$ cat config.mk
export PLATFORM = sky130hd
export DESIGN_NAME = bus_hub
export DESIGN_NICKNAME = d
export VERILOG_FILES = /design/src/source/bus_pkg.sv /design/src/source/request_arbiter.sv /design/src/source/clint_timer.sv /design/src/source/response_merge.sv /design/src/source/bus_hub.sv
export SDC_FILE = /design/constraint.sdc
export NUM_CORES = 1
export LEC_CHECK = 0
export BUFFER_PORTS_ARGS = -buffer_cell sky130_fd_sc_hd__buf_4
export CAP_MARGIN = 25
export CORE_MARGIN = 1.5
export CORE_UTILIZATION = 35
export CTS_BUF_LIST = sky130_fd_sc_hd__clkbuf_8
export DETAILED_ROUTE_END_ITERATION = 16
export RECOVER_POWER = 100
export REMOVE_ABC_BUFFERS = 1
export SLEW_MARGIN = 20
export SYNTH_ARGS = -nofsm -noshare
export SYNTH_HDL_FRONTEND = slang
export SYNTH_HIERARCHICAL = 1
export SYNTH_SLANG_ARGS = --single-unit
$ cat constraint.sdc
create_clock -name clock -period 22.6 [get_ports clock]
set_input_delay 1.13 -clock clock [delete_from_list [all_inputs] [get_ports clock]]
set_output_delay 1.13 -clock clock [all_outputs]
set_load 0.05 [all_outputs]
$ cat src/source/bus_pkg.sv
package bus_pkg;

    localparam int ADDR_WIDTH = 32;
    localparam int DATA_WIDTH = 64;
    localparam int STRB_WIDTH = DATA_WIDTH / 8;
    localparam int ID_WIDTH   = 4;

    typedef logic [ADDR_WIDTH-1:0] addr_t;
    typedef logic [DATA_WIDTH-1:0] data_t;
    typedef logic [STRB_WIDTH-1:0] strb_t;
    typedef logic [ID_WIDTH-1:0]   id_t;

    // Requester IDs carried with every transaction
    localparam id_t ID_FETCH = 4'd0;
    localparam id_t ID_DATA  = 4'd1;

    // Timer window in the address map
    localparam addr_t CLINT_BASE      = 32'h0200_0000;
    localparam addr_t CLINT_SIZE      = 32'h0001_0000;
    localparam addr_t MTIMECMP_OFFSET = 32'h0000_4000;
    localparam addr_t MTIME_OFFSET    = 32'h0000_BFF8;

    // Single-beat request
    typedef struct packed {
        id_t   id;
        addr_t addr;
        logic  write;
        data_t data;
        strb_t strb;
    } bus_req_t;

    // Response carrying read data or zero for a write
    typedef struct packed {
        id_t   id;
        data_t data;
    } bus_rsp_t;

endpackage

$ cat src/source/request_arbiter.sv
`timescale 1ns/1ps

module request_arbiter (
    input  logic              clock,
    input  logic              reset,
    input  logic              fetch_req_valid,
    input  bus_pkg::addr_t    fetch_addr,
    output logic              fetch_req_ready,
    input  logic              data_req_valid,
    input  bus_pkg::bus_req_t data_req,
    output logic              data_req_ready,
    input  logic              rsp_done,
    output logic              clint_req_valid,
    output bus_pkg::bus_req_t clint_req,
    input  logic              clint_req_ready,
    output logic              ext_req_valid,
    output bus_pkg::bus_req_t ext_req,
    input  logic              ext_req_ready
);
    import bus_pkg::*;

    typedef enum logic [1:0] {
        IDLE,
        SEND,
        WAIT_RSP
    } state_t;

    state_t   state;
    bus_req_t grant_req;
    bus_req_t req_q;
    logic     grant_clint;
    logic     clint_q;
    logic     accept;
    logic     sent;

    // Data port wins when both ask in the same cycle
    assign data_req_ready  = (state == IDLE) && data_req_valid;
    assign fetch_req_ready = (state == IDLE) && fetch_req_valid && !data_req_valid;
    assign accept          = data_req_ready || fetch_req_ready;

    always_comb begin
        if (data_req_valid) begin
            grant_req    = data_req;
            grant_req.id = ID_DATA;
        end else begin
            grant_req       = '0;
            grant_req.id    = ID_FETCH;
            grant_req.addr  = fetch_addr;
            grant_req.write = 1'b0;
        end
    end

    // Timer window decode
    assign grant_clint = (grant_req.addr >= CLINT_BASE) &&
                         (grant_req.addr < CLINT_BASE + CLINT_SIZE);

    always_ff @(posedge clock) begin
        if (accept) begin
            req_q   <= grant_req;
            clint_q <= grant_clint;
        end
    end

    assign clint_req_valid = (state == SEND) && clint_q;
    assign ext_req_valid   = (state == SEND) && !clint_q;
    assign clint_req       = req_q;
    assign ext_req         = req_q;

    assign sent = (clint_req_valid && clint_req_ready) || (ext_req_valid && ext_req_ready);

    always_ff @(posedge clock or posedge reset) begin
        if (reset) begin
            state <= IDLE;
        end else begin
            case (state)
                IDLE: begin
                    if (accept) begin
                        state <= SEND;
                    end
                end
                SEND: begin
                    // A zero-latency target may answer in the same cycle
                    if (sent) begin
                        state <= rsp_done ? IDLE : WAIT_RSP;
                    end
                end
                WAIT_RSP: begin
                    if (rsp_done) begin
                        state <= IDLE;
                    end
                end
                default: begin
                    state <= IDLE;
                end
            endcase
        end
    end

endmodule

$ cat src/source/clint_timer.sv
`timescale 1ns/1ps

module clint_timer (
    input  logic              clock,
    input  logic              reset,
    input  logic              req_valid,
    input  bus_pkg::bus_req_t req,
    output logic              req_ready,
    output logic              rsp_valid,
    output bus_pkg::bus_rsp_t rsp,
    input  logic              rsp_ready,
    output logic              timer_irq
);
    import bus_pkg::*;

    data_t mtime;
    data_t mtimecmp;
    data_t rd_data;
    addr_t offset;
    logic  accept;
    logic  wr_mtime;
    logic  wr_mtimecmp;

    function automatic data_t merge_bytes(data_t old_val, data_t new_val, strb_t strb);
        data_t result;
        result = old_val;
        for (int i = 0; i < STRB_WIDTH; i++) begin
            if (strb[i]) begin
                result[8*i +: 8] = new_val[8*i +: 8];
            end
        end
        return result;
    endfunction

    // One request at a time, blocked while a response waits
    assign req_ready = req_valid && !rsp_valid;
    assign accept    = req_valid && req_ready;

    assign offset      = req.addr - CLINT_BASE;
    assign wr_mtime    = accept && req.write && (offset == MTIME_OFFSET);
    assign wr_mtimecmp = accept && req.write && (offset == MTIMECMP_OFFSET);

    always_comb begin
        case (offset)
            MTIMECMP_OFFSET: rd_data = mtimecmp;
            MTIME_OFFSET:    rd_data = mtime;
            default:         rd_data = '0;
        endcase
    end

    always_ff @(posedge clock or posedge reset) begin
        if (reset) begin
            mtime    <= '0;
            mtimecmp <= '1;
        end else begin
            if (wr_mtime) begin
                mtime <= merge_bytes(mtime, req.data, req.strb);
            end else begin
                mtime <= mtime + data_t'(1);
            end
            if (wr_mtimecmp) begin
                mtimecmp <= merge_bytes(mtimecmp, req.data, req.strb);
            end
        end
    end

    always_ff @(posedge clock or posedge reset) begin
        if (reset) begin
            rsp_valid <= 1'b0;
        end else if (rsp_valid && rsp_ready) begin
            rsp_valid <= 1'b0;
        end else if (accept) begin
            rsp_valid <= 1'b1;
        end
    end

    always_ff @(posedge clock) begin
        if (accept) begin
            rsp.id   <= req.id;
            rsp.data <= req.write ? '0 : rd_data;
        end
    end

    assign timer_irq = (mtime >= mtimecmp);

endmodule

$ cat src/source/response_merge.sv
`timescale 1ns/1ps

module response_merge (
    input  logic              clint_rsp_valid,
    input  bus_pkg::bus_rsp_t clint_rsp,
    output logic              clint_rsp_ready,
    input  logic              ext_rsp_valid,
    input  bus_pkg::bus_rsp_t ext_rsp,
    output logic              ext_rsp_ready,
    output logic              fetch_rsp_valid,
    output bus_pkg::bus_rsp_t fetch_rsp,
    input  logic              fetch_rsp_ready,
    output logic              data_rsp_valid,
    output bus_pkg::bus_rsp_t data_rsp,
    input  logic              data_rsp_ready,
    output logic              rsp_done
);
    import bus_pkg::*;

    bus_rsp_t sel_rsp;
    logic     sel_valid;
    logic     to_data;
    logic     port_ready;

    // Only one target can hold a response at a time
    assign sel_valid = clint_rsp_valid || ext_rsp_valid;
    assign sel_rsp   = clint_rsp_valid ? clint_rsp : ext_rsp;

    // Steer by the ID of the owning requester
    assign to_data = (sel_rsp.id == ID_DATA);

    assign fetch_rsp_valid = sel_valid && !to_data;
    assign data_rsp_valid  = sel_valid && to_data;
    assign fetch_rsp       = sel_rsp;
    assign data_rsp        = sel_rsp;

    assign port_ready = to_data ? data_rsp_ready : fetch_rsp_ready;

    assign clint_rsp_ready = clint_rsp_valid && port_ready;
    assign ext_rsp_ready   = !clint_rsp_valid && ext_rsp_valid && port_ready;

    // Frees the arbiter grant
    assign rsp_done = sel_valid && port_ready;

endmodule

$ cat src/source/bus_hub.sv
`timescale 1ns/1ps

module bus_hub (
    input  logic              clock,
    input  logic              reset,
    input  logic              fetch_req_valid,
    input  bus_pkg::addr_t    fetch_addr,
    output logic              fetch_req_ready,
    output logic              fetch_rsp_valid,
    output bus_pkg::bus_rsp_t fetch_rsp,
    input  logic              fetch_rsp_ready,
    input  logic              data_req_valid,
    input  bus_pkg::bus_req_t data_req,
    output logic              data_req_ready,
    output logic              data_rsp_valid,
    output bus_pkg::bus_rsp_t data_rsp,
    input  logic              data_rsp_ready,
    output logic              ext_req_valid,
    output bus_pkg::bus_req_t ext_req,
    input  logic              ext_req_ready,
    input  logic              ext_rsp_valid,
    input  bus_pkg::bus_rsp_t ext_rsp,
    output logic              ext_rsp_ready,
    output logic              timer_irq
);
    import bus_pkg::*;

    logic     clint_req_valid;
    bus_req_t clint_req;
    logic     clint_req_ready;
    logic     clint_rsp_valid;
    bus_rsp_t clint_rsp;
    logic     clint_rsp_ready;
    logic     rsp_done;

    request_arbiter u_request_arbiter (
        .clock           (clock),
        .reset           (reset),
        .fetch_req_valid (fetch_req_valid),
        .fetch_addr      (fetch_addr),
        .fetch_req_ready (fetch_req_ready),
        .data_req_valid  (data_req_valid),
        .data_req        (data_req),
        .data_req_ready  (data_req_ready),
        .rsp_done        (rsp_done),
        .clint_req_valid (clint_req_valid),
        .clint_req       (clint_req),
        .clint_req_ready (clint_req_ready),
        .ext_req_valid   (ext_req_valid),
        .ext_req         (ext_req),
        .ext_req_ready   (ext_req_ready)
    );

    clint_timer u_clint_timer (
        .clock     (clock),
        .reset     (reset),
        .req_valid (clint_req_valid),
        .req       (clint_req),
        .req_ready (clint_req_ready),
        .rsp_valid (clint_rsp_valid),
        .rsp       (clint_rsp),
        .rsp_ready (clint_rsp_ready),
        .timer_irq (timer_irq)
    );

    response_merge u_response_merge (
        .clint_rsp_valid (clint_rsp_valid),
        .clint_rsp       (clint_rsp),
        .clint_rsp_ready (clint_rsp_ready),
        .ext_rsp_valid   (ext_rsp_valid),
        .ext_rsp         (ext_rsp),
        .ext_rsp_ready   (ext_rsp_ready),
        .fetch_rsp_valid (fetch_rsp_valid),
        .fetch_rsp       (fetch_rsp),
        .fetch_rsp_ready (fetch_rsp_ready),
        .data_rsp_valid  (data_rsp_valid),
        .data_rsp        (data_rsp),
        .data_rsp_ready  (data_rsp_ready),
        .rsp_done        (rsp_done)
    );

endmodule

==> tab_implementation.tex, run 1 <==
\begin{tabular}{lr}
\hline
Metric & Value \\
\hline
\multicolumn{2}{l}{\textbf{Setup path}} \\
Data arrival, critical path & 6.89 ns \\
Kind of launch point of the worst setup path & register \\
Crit end category & register \\
Worst Reg-to-Reg Cells & 9 \\
Reg2reg end & u\_clint\_timer/mtimecmp[54] \\
Worst path max stage delay & roughly 2.7 ns \\
Minimum setup slack among reg-to-reg paths & around 16 ns \\
Crit path cell chain & inv\_1 > ha\_1 > nor4b\_1 > and4\_1 > and4\_2 > clkbuf\_1 > and2\_0 > nand2\_1 > mux2\_1 \\
Critical path class & register to register \\
Startpoint of the worst register-to-register path & u\_request\_arbiter/clint\_req[98] \\
Critical Path RT & 23.15 ns \\
Maximum net fanout on the critical path & 65 \\
CP max-delay cell & sky130\_fd\_sc\_hd\_\_clkbuf\_1 \\
\multicolumn{2}{l}{\textbf{Global routing}} \\
Largest net degree at the start of global routing & 72 \\
Via count of the first global-routing pass & 13.5k \\
Leftover overflow at the end of global routing & 0 \\
First-pass GRT wire length & 78600 um \\
Antenna violations before repair & 1 \\
Total routing resource utilization after global routing & 19.0\% \\
\multicolumn{2}{l}{\textbf{STA}} \\
Minimum period implied by the final worst setup slack & 6.34 ns \\
Max Clock Freq & 158 MHz \\
Total Negative Setup Slacks & 0 ns \\
RSZ-0062 raised after global routing & false \\
Worst slack on hold paths & 0.331 ns \\
Hold violation count in the final report & 0 \\
Relative slew slack & -158\% \\
Final setup violation count & 0 \\
Worst Skew & 0.0343 ns \\
Setup slack of the critical path after layout & 16.26 ns \\
Worst slew pin tran & 3.88 ns \\
Slew Viols, Final & 691 \\
Final Cycle Share & 28.1\% \\
\multicolumn{2}{l}{\textbf{Placed design}} \\
Quantity of I/O buffers inserted on ports & 461 \\
Placement-stage cell area & between 0.02 and 0.025 mm\^{}2 \\
Detailed-placement wirelength estimate & 37300 um \\
Global placement routability congestion & 0.850 \\
DP Worst Slack & 18.66 ns \\
\multicolumn{2}{l}{\textbf{Pwr}} \\
Power per unit of standard cell area & 102 mW/mm\^{}2 \\
Reported leakage power & 0.00828 uW \\
Design Power & $\sim$2100 uW \\
Max rail drop VDD & 0.0573 mV \\
\multicolumn{2}{l}{\textbf{Logic synthesis}} \\
Post-synthesis compound-gate area fraction & about a tenth \\
Register area share after synthesis & about 47\% \\
Count of flip-flops with a built-in enable after synthesis & 175 \\
Average footprint of a synthesized cell & 11.2 um\^{}2 \\
Main combinational cell family by area after synthesis & simple AND/OR/NAND/NOR gates \\
Synth Warn \# & 6 \\
Simple logic cell fraction of the synthesized area & 14.8\% \\
Cell area after synthesis & 0.0182 mm\^{}2 \\
Unique masters post-synth & 81 \\
Flops \& latches, synth & 306 \\
Adder-Cell Fraction of Synth Area & 4.55\% \\
Post-Syn Instances & 1622 \\
Most instantiated flip-flop cell in the synthesis netlist & sky130\_fd\_sc\_hd\_\_edfxtp\_1 \\
Multiplexer share of the synthesized area & a little under an eighth \\
Fraction of synthesis flops using an asynchronous set or reset pin & 42.8\% \\
Area share of xor/xnor cells in the synthesized design & less than 1\% \\
\multicolumn{2}{l}{\textbf{Clock tree}} \\
Clock tree from TritonCTS & built \\
Post-CTS Hold Fix Bufs & 0 \\
Worst-skew pair later-pin latency & 0.65 ns \\
Max H-tree Level & 2 \\
TritonCTS Sinks & 306 \\
Post-CTS setup buffer count & 0 \\
CTS Root Cell & sky130\_fd\_sc\_hd\_\_clkbuf\_8 \\
Clock transition at the registers of the reported paths & 0.06 ns \\
Quantity of gates resized following cts & 0 \\
CTS Buf Count & 55 \\
Maximum root-to-sink buffer count & 3 \\
\multicolumn{2}{l}{\textbf{Routing}} \\
Average wire length per cell after detail routing & 19.7 um \\
Via count & 13.3k \\
DRC & 0 \\
Final wirelength & between 50000 and 60000 um \\
Vias per Instance & 5.06 \\
Number of DRC markers after the initial detailed-route iteration & 634 \\
Iteration count of the initial detailed-routing pass & 5 \\
Antenna Violating Nets Remaining & 0 \\
\multicolumn{2}{l}{\textbf{Layout}} \\
Number of nets in the layout & $\sim$2.2k \\
Area of all placed cells without fillers & 0.0206 mm\^{}2 \\
Layout cells sized above 1 & 20.7\% \\
Number of filler instances in the final layout & about 5.3k \\
Combined area of the multi-input logic cells & 0.00723 mm\^{}2 \\
Synth-to-layout area growth & 13.4\% \\
Register area & 0.00861 mm\^{}2 \\
\multicolumn{2}{l}{\textbf{Hold path}} \\
Worst hold path type & input pin to asynchronous set/reset pin \\
\multicolumn{2}{l}{\textbf{Floorplanning}} \\
Die Span X & 231 um \\
Vertical die dimension & $\sim$230 um \\
Area of the core & 0.0513 mm\^{}2 \\
Total Die Area & $\sim$0.053 mm\^{}2 \\
Row count & 83 \\
Number of ports placed on the die boundary & about 470 \\
Starting density of the core & about 35\% \\
\multicolumn{2}{l}{\textbf{Status}} \\
Violations in the final reports & max-capacitance violations, max-slew violations \\
Status & finished with violations \\
\multicolumn{2}{l}{\textbf{Run}} \\
Max Cap Violations & 12 \\
\hline
\end{tabular}
[cells by family after synthesis]
group                      after synthesis
buffers and inverters                  332
AOI/OAI and AO/OA                      275
and+or+nand+nor                        469
other                                    1
DFF                                    306
xor gates and xnor gates                 2
muxes                                  171
adders and majority gates               66
[Yosys cell counts (6+ instances only)]
master | number | area (um^2)
sky130_fd_sc_hd__a21oi_1 | 68 | 340
sky130_fd_sc_hd__mux2_1 | 66 | 743
sky130_fd_sc_hd__o21bai_1 | 6 | 45.0
sky130_fd_sc_hd__o21ai_0 | 42 | 210
sky130_fd_sc_hd__nor3_1 | 19 | 95.1
sky130_fd_sc_hd__a31oi_1 | 8 | 50.1
sky130_fd_sc_hd__mux2_2 | 33 | 372
sky130_fd_sc_hd__and2_1 | 80 | 500
sky130_fd_sc_hd__mux2i_1 | 9 | 90.1
sky130_fd_sc_hd__clkbuf_1 | 22 | 82.6
sky130_fd_sc_hd__buf_2 | 22 | 110
sky130_fd_sc_hd__nand4_1 | 24 | 150
sky130_fd_sc_hd__dfrtp_1 | 67 | 1680
sky130_fd_sc_hd__o221a_2 | 8 | 90.1
sky130_fd_sc_hd__nand2b_1 | 9 | 56.3
sky130_fd_sc_hd__o211ai_1 | 9 | 67.6
sky130_fd_sc_hd__dfstp_2 | 64 | 1680
sky130_fd_sc_hd__a211o_1 | 12 | 105
sky130_fd_sc_hd__nor2_1 | 124 | 465
sky130_fd_sc_hd__inv_1 | 83 | 312
sky130_fd_sc_hd__mux2_4 | 63 | 946
sky130_fd_sc_hd__buf_1 | 15 | 56.3
sky130_fd_sc_hd__and4_1 | 15 | 131
sky130_fd_sc_hd__nand3_1 | 41 | 205
sky130_fd_sc_hd__ha_1 | 66 | 826
sky130_fd_sc_hd__and3_1 | 19 | 119
sky130_fd_sc_hd__nand2_8 | 8 | 160
sky130_fd_sc_hd__buf_4 | 187 | 1400
sky130_fd_sc_hd__a22oi_1 | 65 | 488
sky130_fd_sc_hd__edfxtp_1 | 175 | 5260
sky130_fd_sc_hd__nand2_1 | 66 | 248
sky130_fd_sc_hd__nor4_1 | 19 | 119
sky130_fd_sc_hd__a21o_1 | 8 | 60.1
sky130_fd_sc_hd__a211oi_1 | 11 | 82.6
[layout by cell type, fill, tap and decap left out, types with 66 or more instances in the layout]
cell and instances:
sky130_fd_sc_hd__a21oi_1 68, sky130_fd_sc_hd__buf_4 215, sky130_fd_sc_hd__clkbuf_1 258, sky130_fd_sc_hd__dfrtp_1 67, sky130_fd_sc_hd__edfxtp_1 175, sky130_fd_sc_hd__ha_1 66
sky130_fd_sc_hd__inv_1 106, sky130_fd_sc_hd__mux2_1 133, sky130_fd_sc_hd__nand2_1 74, sky130_fd_sc_hd__nor2_1 125
[worst max-delay path, delay by kind of cell (launching register included)]
family | cells | cell delay, ns
adders and majority gates | 1 | 0.27
buffers and inverters | 2 | 2.74
DFF | 1 | 0.34
muxes | 1 | 0.46
and+or+nand+nor | 5 | 2.41
[state kept, by name, summed over array words and instances (netlist names)]
signal / flops
u_request_arbiter/clint_req: 106
u_clint_timer/mtime: 64
u_clint_timer/rsp: 68
u_clint_timer/mtimecmp: 64
u_clint_timer/rsp_valid: 1
u_request_arbiter/clint_q: 1
u_request_arbiter/state: 2
[power breakdown]
group	switching, uW	internal, uW	total [uW]
combinational	693	136	829
clock	238	254	492
sequential	79.5	709	789
[metrics by stage]
step	utilization [%]	std cells
CTS	42.8	2633
floorplan	-	1378
detailed placement	40.8	2531
global route	40.2	2634
finish	40.2	2634
global placement	40.8	2531
[cell type report]
| cell class | count | share of cell area (%) |
|---|---|---|
| flip-flops and latches | 306 | 41.8 |
| multi-input cells | 989 | 35.1 |
| repair buffers | 473 | 12.5 |
| well taps | 680 | 4.13 |
| clock buffers | 60 | 4.01 |
| inverters | 83 | 1.52 |
| clock inverters | 42 | 0.941 |
| diodes | 1 | 0.0121 |
[metal layers]
layer | track usage (%) | vias up | wire length [um]
li1 | - | 6308 | -
met1 | 24.3 | 6500 | 22400
met2 | 31.9 | 423 | 25300
met5 | 0 | - | 0
met4 | 6.15 | 0 | 1290
met3 | 4.00 | 84 | 2870
[worst max-delay path by stage]
| stage | cells past startpoint | to | slack, ns | start |
|---|---|---|---|---|
| 2_1_floorplan | 2 | u_request_arbiter/clint_q | 13.46 | data_req_valid |
| 3_3_place_gp | 9 | timer_irq | 18.65 | u_clint_timer/mtime[0] |
| 3_5_place_dp | 9 | timer_irq | 18.66 | u_clint_timer/mtime[0] |
| 4_1_cts | 9 | timer_irq | 17.92 | u_clint_timer/mtime[0] |
| 5_1_grt | 3 | u_clint_timer/mtime[11] | 15.76 | reset |
| 6_report | 9 | u_clint_timer/mtimecmp[54] | 16.26 | u_request_arbiter/clint_req[98] |
No activity file was read; power rests on OpenSTA's default activity.
==> run 2: changes to the inputs <==
==> constraint.sdc (replaced) <==
create_clock -name clock -period 5.2 [get_ports clock]
set_input_delay 0.26 -clock clock [delete_from_list [all_inputs] [get_ports clock]]
set_output_delay 0.26 -clock clock [all_outputs]
set_load 0.05 [all_outputs]
==> run 2 against run 1 <==
  * The flow still finishes with violations (max-capacitance violations, max-slew violations)
  * Setup slack worse by 15 ns
  * Final area grew 8.3%
  * Routed wire length increased by 4.0%
  * Non-clock buffer count rose by 146
  * Via count increased by 5.4%
  * Clock power increased to 4.7 times the previous value
  * Maximum frequency rose by 46%
  * Count of clock-buffer cells in the layout decreased by 2
  * Sequential share of layout area is 3.2 points lower
  * Sequential power rose to 4.3 times the previous value
  * Highest routed layer unchanged
==> tab_implementation.tex, run 2 (synthesis gave the netlist of run 1 again) <==
\begin{tabular}{lr}
\hline
Metric & Value \\
\hline
\multicolumn{2}{l}{\textbf{Status}} \\
Status & finished with violations \\
Violations in the final reports & max-capacitance violations, max-slew violations \\
\multicolumn{2}{l}{\textbf{Floorplanning}} \\
Row count & 83 \\
Total Die Area & 0.0533 mm\^{}2 \\
Area of the core & 0.0513 mm\^{}2 \\
Die Span X & 231 um \\
Number of ports placed on the die boundary & 469 \\
Starting density of the core & about 35\% \\
Vertical die dimension & 231 um \\
\multicolumn{2}{l}{\textbf{Clock tree}} \\
Clock transition at the registers of the reported paths & 0.06 ns \\
CTS Root Cell & sky130\_fd\_sc\_hd\_\_clkbuf\_8 \\
Maximum root-to-sink buffer count & 3 \\
CTS Buf Count & 56 \\
Post-CTS setup buffer count & 0 \\
TritonCTS Sinks & 306 \\
Clock tree from TritonCTS & built \\
Worst-skew pair later-pin latency & 0.65 ns \\
Max H-tree Level & 2 \\
\multicolumn{2}{l}{\textbf{Placed design}} \\
Global placement routability congestion & roughly 0.84 \\
Detailed-placement wirelength estimate & 37600 um \\
Quantity of I/O buffers inserted on ports & about 460 \\
DP Worst Slack & 1.99 ns \\
\multicolumn{2}{l}{\textbf{Setup path}} \\
Maximum net fanout on the critical path & 8 \\
Data arrival, critical path & 4.89 ns \\
Critical Path RT & between 5 and 6 ns \\
Critical path class & register to register \\
Kind of launch point of the worst setup path & register \\
Crit end category & register \\
Minimum setup slack among reg-to-reg paths & just under 0.9 ns \\
\multicolumn{2}{l}{\textbf{Routing}} \\
Vias per Instance & 5.04 \\
Via count & roughly 14k \\
Number of DRC markers after the initial detailed-route iteration & 716 \\
Antenna Violating Nets Remaining & 0 \\
Average wire length per cell after detail routing & a little under 20 um \\
Final wirelength & 53900 um \\
DRC & 0 \\
Iteration count of the initial detailed-routing pass & 5 \\
\multicolumn{2}{l}{\textbf{Pwr}} \\
Power per unit of standard cell area & between 400 and 500 mW/mm\^{}2 \\
Switching part of the total power & 47.4\% \\
Clk network pwr share & 24.2\% \\
Sequential share of power & between 30\% and 40\% \\
Reported leakage power & 0.00894 uW \\
Max rail drop VDD & 0.307 mV \\
Internal power consumption & $\sim$5000 uW \\
Design Power & 9450 uW \\
Comb power frac & 39.6\% \\
Switch Pwr & 4480 uW \\
\multicolumn{2}{l}{\textbf{STA}} \\
Max Clock Freq & around 230 MHz \\
Hold violation count in the final report & 0 \\
Worst slew pin tran & 3.07 ns \\
Setup slack of the critical path after layout & 0.870 ns \\
Minimum period implied by the final worst setup slack & between 4 and 5 ns \\
Total Negative Setup Slacks & 0 ns \\
Final Cycle Share & 83.3\% \\
Slew Viols, Final & about 430 \\
Final setup violation count & 0 \\
Worst Skew & 0.0266 ns \\
Relative slew slack & -105\% \\
RSZ-0062 raised after global routing & false \\
\multicolumn{2}{l}{\textbf{Global routing}} \\
Antenna violations before repair & 2 \\
Largest net degree at the start of global routing & 72 \\
Leftover overflow at the end of global routing & 0 \\
First-pass GRT wire length & 82000 um \\
Total routing resource utilization after global routing & about a fifth \\
Via count of the first global-routing pass & 14.4k \\
\multicolumn{2}{l}{\textbf{Layout}} \\
Largest register FFs & 106 \\
Most common cell after layout, fill and taps aside & sky130\_fd\_sc\_hd\_\_clkbuf\_1 \\
Synth-to-layout area growth & 22.9\% \\
Layout cells sized above 1 & 20.5\% \\
Number of filler instances in the final layout & 5082 \\
Finished Core Util & 43.5\% \\
Most frequent cells in the layout & sky130\_fd\_sc\_hd\_\_clkbuf\_1, sky130\_fd\_sc\_hd\_\_buf\_4, sky130\_fd\_sc\_hd\_\_edfxtp\_1 \\
Number of nets in the layout & 2338 \\
\multicolumn{2}{l}{\textbf{Run}} \\
Max Cap Violations & 9 \\
\multicolumn{2}{l}{\textbf{Hold path}} \\
Worst hold path type & input pin to asynchronous set/reset pin \\
\hline
\end{tabular}
[run 2: changes by cell type in the layout (fill, tap and decap cells not counted), moves of 6 or more]
cell / change
sky130_fd_sc_hd__dlygate4sd3_1: +144
sky130_fd_sc_hd__and2_0: -11
sky130_fd_sc_hd__and2_1: +11
sky130_fd_sc_hd__mux2_1: -8
sky130_fd_sc_hd__nand2_1: -8
sky130_fd_sc_hd__nand2_8: +8
sky130_fd_sc_hd__clkbuf_1: -7
sky130_fd_sc_hd__mux2_4: +7
sky130_fd_sc_hd__clkinv_1: +6
sky130_fd_sc_hd__inv_1: -6
[run 2: path summary, 6_finish.rpt]
check                                                  from  cells past startpoint                         end
max                         u_request_arbiter/clint_req[98]                      8   u_clint_timer/mtimecmp[4]
min                                                   reset                      3  u_request_arbiter/state[0]
max reg2reg                 u_request_arbiter/clint_req[98]                      8   u_clint_timer/mtimecmp[4]
min reg2reg                u_request_arbiter/clint_req[105]                      0       u_clint_timer/rsp[64]
max in group asynchronous                             reset                      4     u_clint_timer/mtime[60]
min in group clock                           fetch_addr[31]                      3   u_request_arbiter/clint_q
[run 2: layer usage]
metal	part of all wire, %	track usage, %
met1	42	25.0
met2	50	33.8
met5	0	0
met4	2.6	7.25
met3	5.2	3.79
[run 2: critical path: stages (launching register included)]
cell	delay, ns
sky130_fd_sc_hd__edfxtp_1	0.35
sky130_fd_sc_hd__inv_1	0.08
sky130_fd_sc_hd__ha_1	0.27
sky130_fd_sc_hd__nor4b_1	0.25
sky130_fd_sc_hd__and4_1	0.34
sky130_fd_sc_hd__and4_2	0.29
sky130_fd_sc_hd__and2_0	2.03
sky130_fd_sc_hd__nand2_8	0.21
sky130_fd_sc_hd__mux2_4	0.41
[run 2: per-stage QoR]
stage / instance area (um^2) / std cells / hold WS (ns)
after detailed placement: 20900 / 2532 / 0.152
after floorplan: 16500 / 1378 / 0.00118
after global routing: 22300 / 2784 / 0.0176
final: 22300 / 2784 / 0.0258
after global placement: 20900 / 2532 / 0.143
after CTS: 23500 / 2781 / 0.000847
[run 2: final cells by class]
| class | instances | area [um^2] | share of cell area [%] |
|---|---|---|---|
| sequential | 306 | 8610 | 38.6 |
| multi-input combinational | 989 | 7370 | 33.0 |
| timing repair buffer | 619 | 4070 | 18.2 |
| tap | 680 | 851 | 3.81 |
| clock buffer | 58 | 798 | 3.58 |
| inverter | 83 | 313 | 1.40 |
| clock inverter | 47 | 302 | 1.35 |
| antenna | 2 | 5.00 | 0.0224 |
[run 2: timing repair]
| item | 4_1_cts | 5_1_grt |
|---|---|---|
| hold endpoints to repair | 131 | 0 |
| gates resized for setup | 0 | 0 |
| hold buffers | 144 | 0 |
[run 2: power by group through the flow]
| stage | logic [uW] | clock network, uW | registers, uW |
|---|---|---|---|
| global placement | 4170 | 0 | 3480 |
| detailed placement | 4190 | 0 | 3490 |
| floorplan | 2190 | 0 | 4390 |
| CTS | 4300 | 2370 | 3450 |
| global route | 3900 | 2480 | 3470 |
| finish | 3750 | 2290 | 3420 |
==> run 3: changes to the inputs <==
==> constraint.sdc (replaced) <==
create_clock -name clock -period 4.1 [get_ports clock]
set_input_delay 0.205 -clock clock [delete_from_list [all_inputs] [get_ports clock]]
set_output_delay 0.205 -clock clock [all_outputs]
set_load 0.05 [all_outputs]
==> run 3 against run 2 <==
  * The flow still finishes with violations (max-capacitance violations, max-slew violations)
  * Sequential share of layout area is 0.16 points higher
  * Register-to-register slack worse by 0.45 ns
  * Clock skew is 0.0046 ns lower
  * Non-clock buffer count is 6 higher
  * First-iteration DRC count is 12% higher
  * Global-route usage is 0.21 points higher
  * Critical path depth is 1 higher
  * Utilization is 0.18 points lower
  * Setup slack worse by 0.54 ns
  * Via count is 0.38% higher
  * Clock power is 19% higher
  * Combinational power is 26% higher
==> tab_implementation.tex, run 3 (synthesis gave the netlist of run 1 again) <==
\begin{tabular}{lr}
\hline
Metric & Value \\
\hline
\multicolumn{2}{l}{\textbf{Setup path}} \\
Worst path max stage delay & 0.56 ns \\
Crit end category & primary output \\
Critical path buffer and inverter count & 2 \\
Kind of launch point of the worst setup path & register \\
Critical Path RT & 3.89 ns \\
Maximum net fanout on the critical path & 3 \\
CP max-delay cell & sky130\_fd\_sc\_hd\_\_nor4\_1 \\
Crit-path most repeated cell & sky130\_fd\_sc\_hd\_\_nand3\_1 \\
Minimum setup slack among reg-to-reg paths & 0.42 ns \\
Data arrival, critical path & 3.57 ns \\
Critical path class & register to primary output \\
Crit path cell chain & inv\_1 > ha\_1 > nand3\_1 > nor4\_1 > nand3\_1 > a2bb2oi\_1 > o21ai\_0 > a31oi\_1 > clkbuf\_2 \\
Top delay family on crit path & simple AND/OR/NAND/NOR gates \\
\multicolumn{2}{l}{\textbf{Layout}} \\
Most frequent cells in the layout & sky130\_fd\_sc\_hd\_\_clkbuf\_1, sky130\_fd\_sc\_hd\_\_buf\_4, sky130\_fd\_sc\_hd\_\_edfxtp\_1 \\
Finished Core Util & 43.3\% \\
Combined area of the multi-input logic cells & 0.00726 mm\^{}2 \\
Number of nets in the layout & between 2k and 2.5k \\
Layout cells sized above 1 & 20.0\% \\
Number of filler instances in the final layout & 5073 \\
Most common cell after layout, fill and taps aside & sky130\_fd\_sc\_hd\_\_clkbuf\_1 \\
Largest register FFs & around 110 \\
Register area & 0.00861 mm\^{}2 \\
Synth-to-layout area growth & 22.4\% \\
\multicolumn{2}{l}{\textbf{Hold path}} \\
Worst hold path type & input pin to register \\
\multicolumn{2}{l}{\textbf{STA}} \\
Relative slew slack & -63.9\% \\
RSZ-0062 raised after global routing & false \\
Minimum period implied by the final worst setup slack & $\sim$3.8 ns \\
Worst slack on hold paths & approximately 0.16 ns \\
Slew Viols, Final & 363 \\
Hold violation count in the final report & 0 \\
Final Cycle Share & between 90 and 100\% \\
Max Clock Freq & 265 MHz \\
Final setup violation count & 0 \\
Worst slew pin tran & 2.46 ns \\
Worst Skew & 0.0221 ns \\
\multicolumn{2}{l}{\textbf{Pwr}} \\
Reported leakage power & between 0.008 and 0.009 uW \\
Design Power & 11800 uW \\
Power per unit of standard cell area & 531 mW/mm\^{}2 \\
Max rail drop VDD & 0.301 mV \\
\multicolumn{2}{l}{\textbf{Routing}} \\
Antenna Violating Nets Remaining & 0 \\
Vias per Instance & roughly 5.1 \\
Average wire length per cell after detail routing & 19.5 um \\
DRC & 0 \\
Final wirelength & 54400 um \\
Iteration count of the initial detailed-routing pass & 5 \\
Number of DRC markers after the initial detailed-route iteration & 800 \\
Via count & 14.1k \\
\multicolumn{2}{l}{\textbf{Clock tree}} \\
Clock transition at the registers of the reported paths & roughly 0.060 ns \\
Quantity of gates resized following cts & 0 \\
CTS Buf Count & 55 \\
Maximum root-to-sink buffer count & 3 \\
TritonCTS Sinks & 306 \\
Post-CTS setup buffer count & 0 \\
CTS Root Cell & sky130\_fd\_sc\_hd\_\_clkbuf\_8 \\
Clock tree from TritonCTS & built \\
Post-CTS Hold Fix Bufs & 147 \\
Worst-skew pair later-pin latency & 0.64 ns \\
Max H-tree Level & 2 \\
\multicolumn{2}{l}{\textbf{Floorplanning}} \\
Row count & just over 80 \\
Number of ports placed on the die boundary & 469 \\
Die Span X & about 230 um \\
Total Die Area & between 0.05 and 0.06 mm\^{}2 \\
Starting density of the core & 35.4\% \\
Vertical die dimension & 231 um \\
Area of the core & 0.0513 mm\^{}2 \\
\multicolumn{2}{l}{\textbf{Global routing}} \\
Via count of the first global-routing pass & 14.7k \\
Met3 GRT Util & 3.58\% \\
First-pass GRT wire length & between 80000 and 90000 um \\
Met2 track demand over resource & 34.7\% \\
Antenna violations before repair & 1 \\
Total routing resource utilization after global routing & about a fifth \\
Global Route met1 Usage & roughly a quarter \\
Largest net degree at the start of global routing & 73 \\
Most congested layer reported by global routing & met2 \\
Leftover overflow at the end of global routing & 0 \\
\multicolumn{2}{l}{\textbf{Status}} \\
Status & finished with violations \\
Violations in the final reports & max-capacitance violations, max-slew violations \\
\multicolumn{2}{l}{\textbf{Run}} \\
Max Cap Violations & 8 \\
\multicolumn{2}{l}{\textbf{Placed design}} \\
Global placement routability congestion & 0.852 \\
Detailed-placement wirelength estimate & 37800 um \\
Quantity of I/O buffers inserted on ports & between 400 and 500 \\
\hline
\end{tabular}
## run 3: cell types whose count changed in the layout (fill, tap and decap cells not counted), moves of 5 or more
cell | previous run | this run
sky130_fd_sc_hd__and2_0 | 28 | 37
sky130_fd_sc_hd__clkbuf_8 | 58 | 63
sky130_fd_sc_hd__mux2_1 | 125 | 132
sky130_fd_sc_hd__clkinv_1 | 15 | 9
sky130_fd_sc_hd__mux2_4 | 15 | 9
sky130_fd_sc_hd__and2_1 | 54 | 45
## run 3: worst paths after layout
kind	to	start	depth (start not counted)
setup reg to reg	u_request_arbiter/state[1]	u_request_arbiter/state[1]	9
min in group asynchronous	u_clint_timer/rsp_valid	reset	3
hold / removal	u_request_arbiter/clint_q	fetch_addr[21]	4
hold reg to reg	u_clint_timer/rsp[64]	u_request_arbiter/clint_req[105]	0
setup / recovery	timer_irq	u_clint_timer/mtimecmp[42]	9
max in group asynchronous	u_clint_timer/mtime[21]	reset	5
## run 3: where the power goes
group	internal (uW)	switching, uW
clock network	1390	1320
registers	3880	461
logic	867	3870
total	6140	5660
## run 3: metal layers
metal	share of wire, %	vias up	routed length (um)
li1	-	6621	-
met1	42	6869	22700
met2	50	505	27200
met3	5.8	89	3180
met4	2.4	0	1320
met5	0	-	0
## run 3: area by class of cell
| class | count | share of cell area, % |
|---|---|---|
| antenna | 1 | 0.0113 |
| timing repair buffer | 625 | 18.7 |
| multi-input combinational | 989 | 32.7 |
| clock buffer | 63 | 3.90 |
| inverter | 83 | 1.41 |
| clock inverter | 39 | 0.715 |
| tap | 680 | 3.83 |
| sequential | 306 | 38.7 |
## run 3: worst min-delay path, stage by stage
cell	delay [ns]
sky130_fd_sc_hd__buf_4	0.08
sky130_fd_sc_hd__or4b_1	0.10
sky130_fd_sc_hd__o22ai_1	0.07
sky130_fd_sc_hd__and4_1	0.16
## run 3: per-stage QoR
stage / TNS, ns / setup slack (ns) / cells / area (um^2)
final: 0 / 0.327 / 2786 / 22200
after global routing: 0 / 0.0816 / 2786 / 22200
after CTS: 0 / 0.373 / 2783 / 23500
after floorplan: -875.95 / -4.35 / 1378 / 16500
after detailed placement: 0 / 1.01 / 2534 / 21000
after global placement: 0 / 1.04 / 2534 / 21000
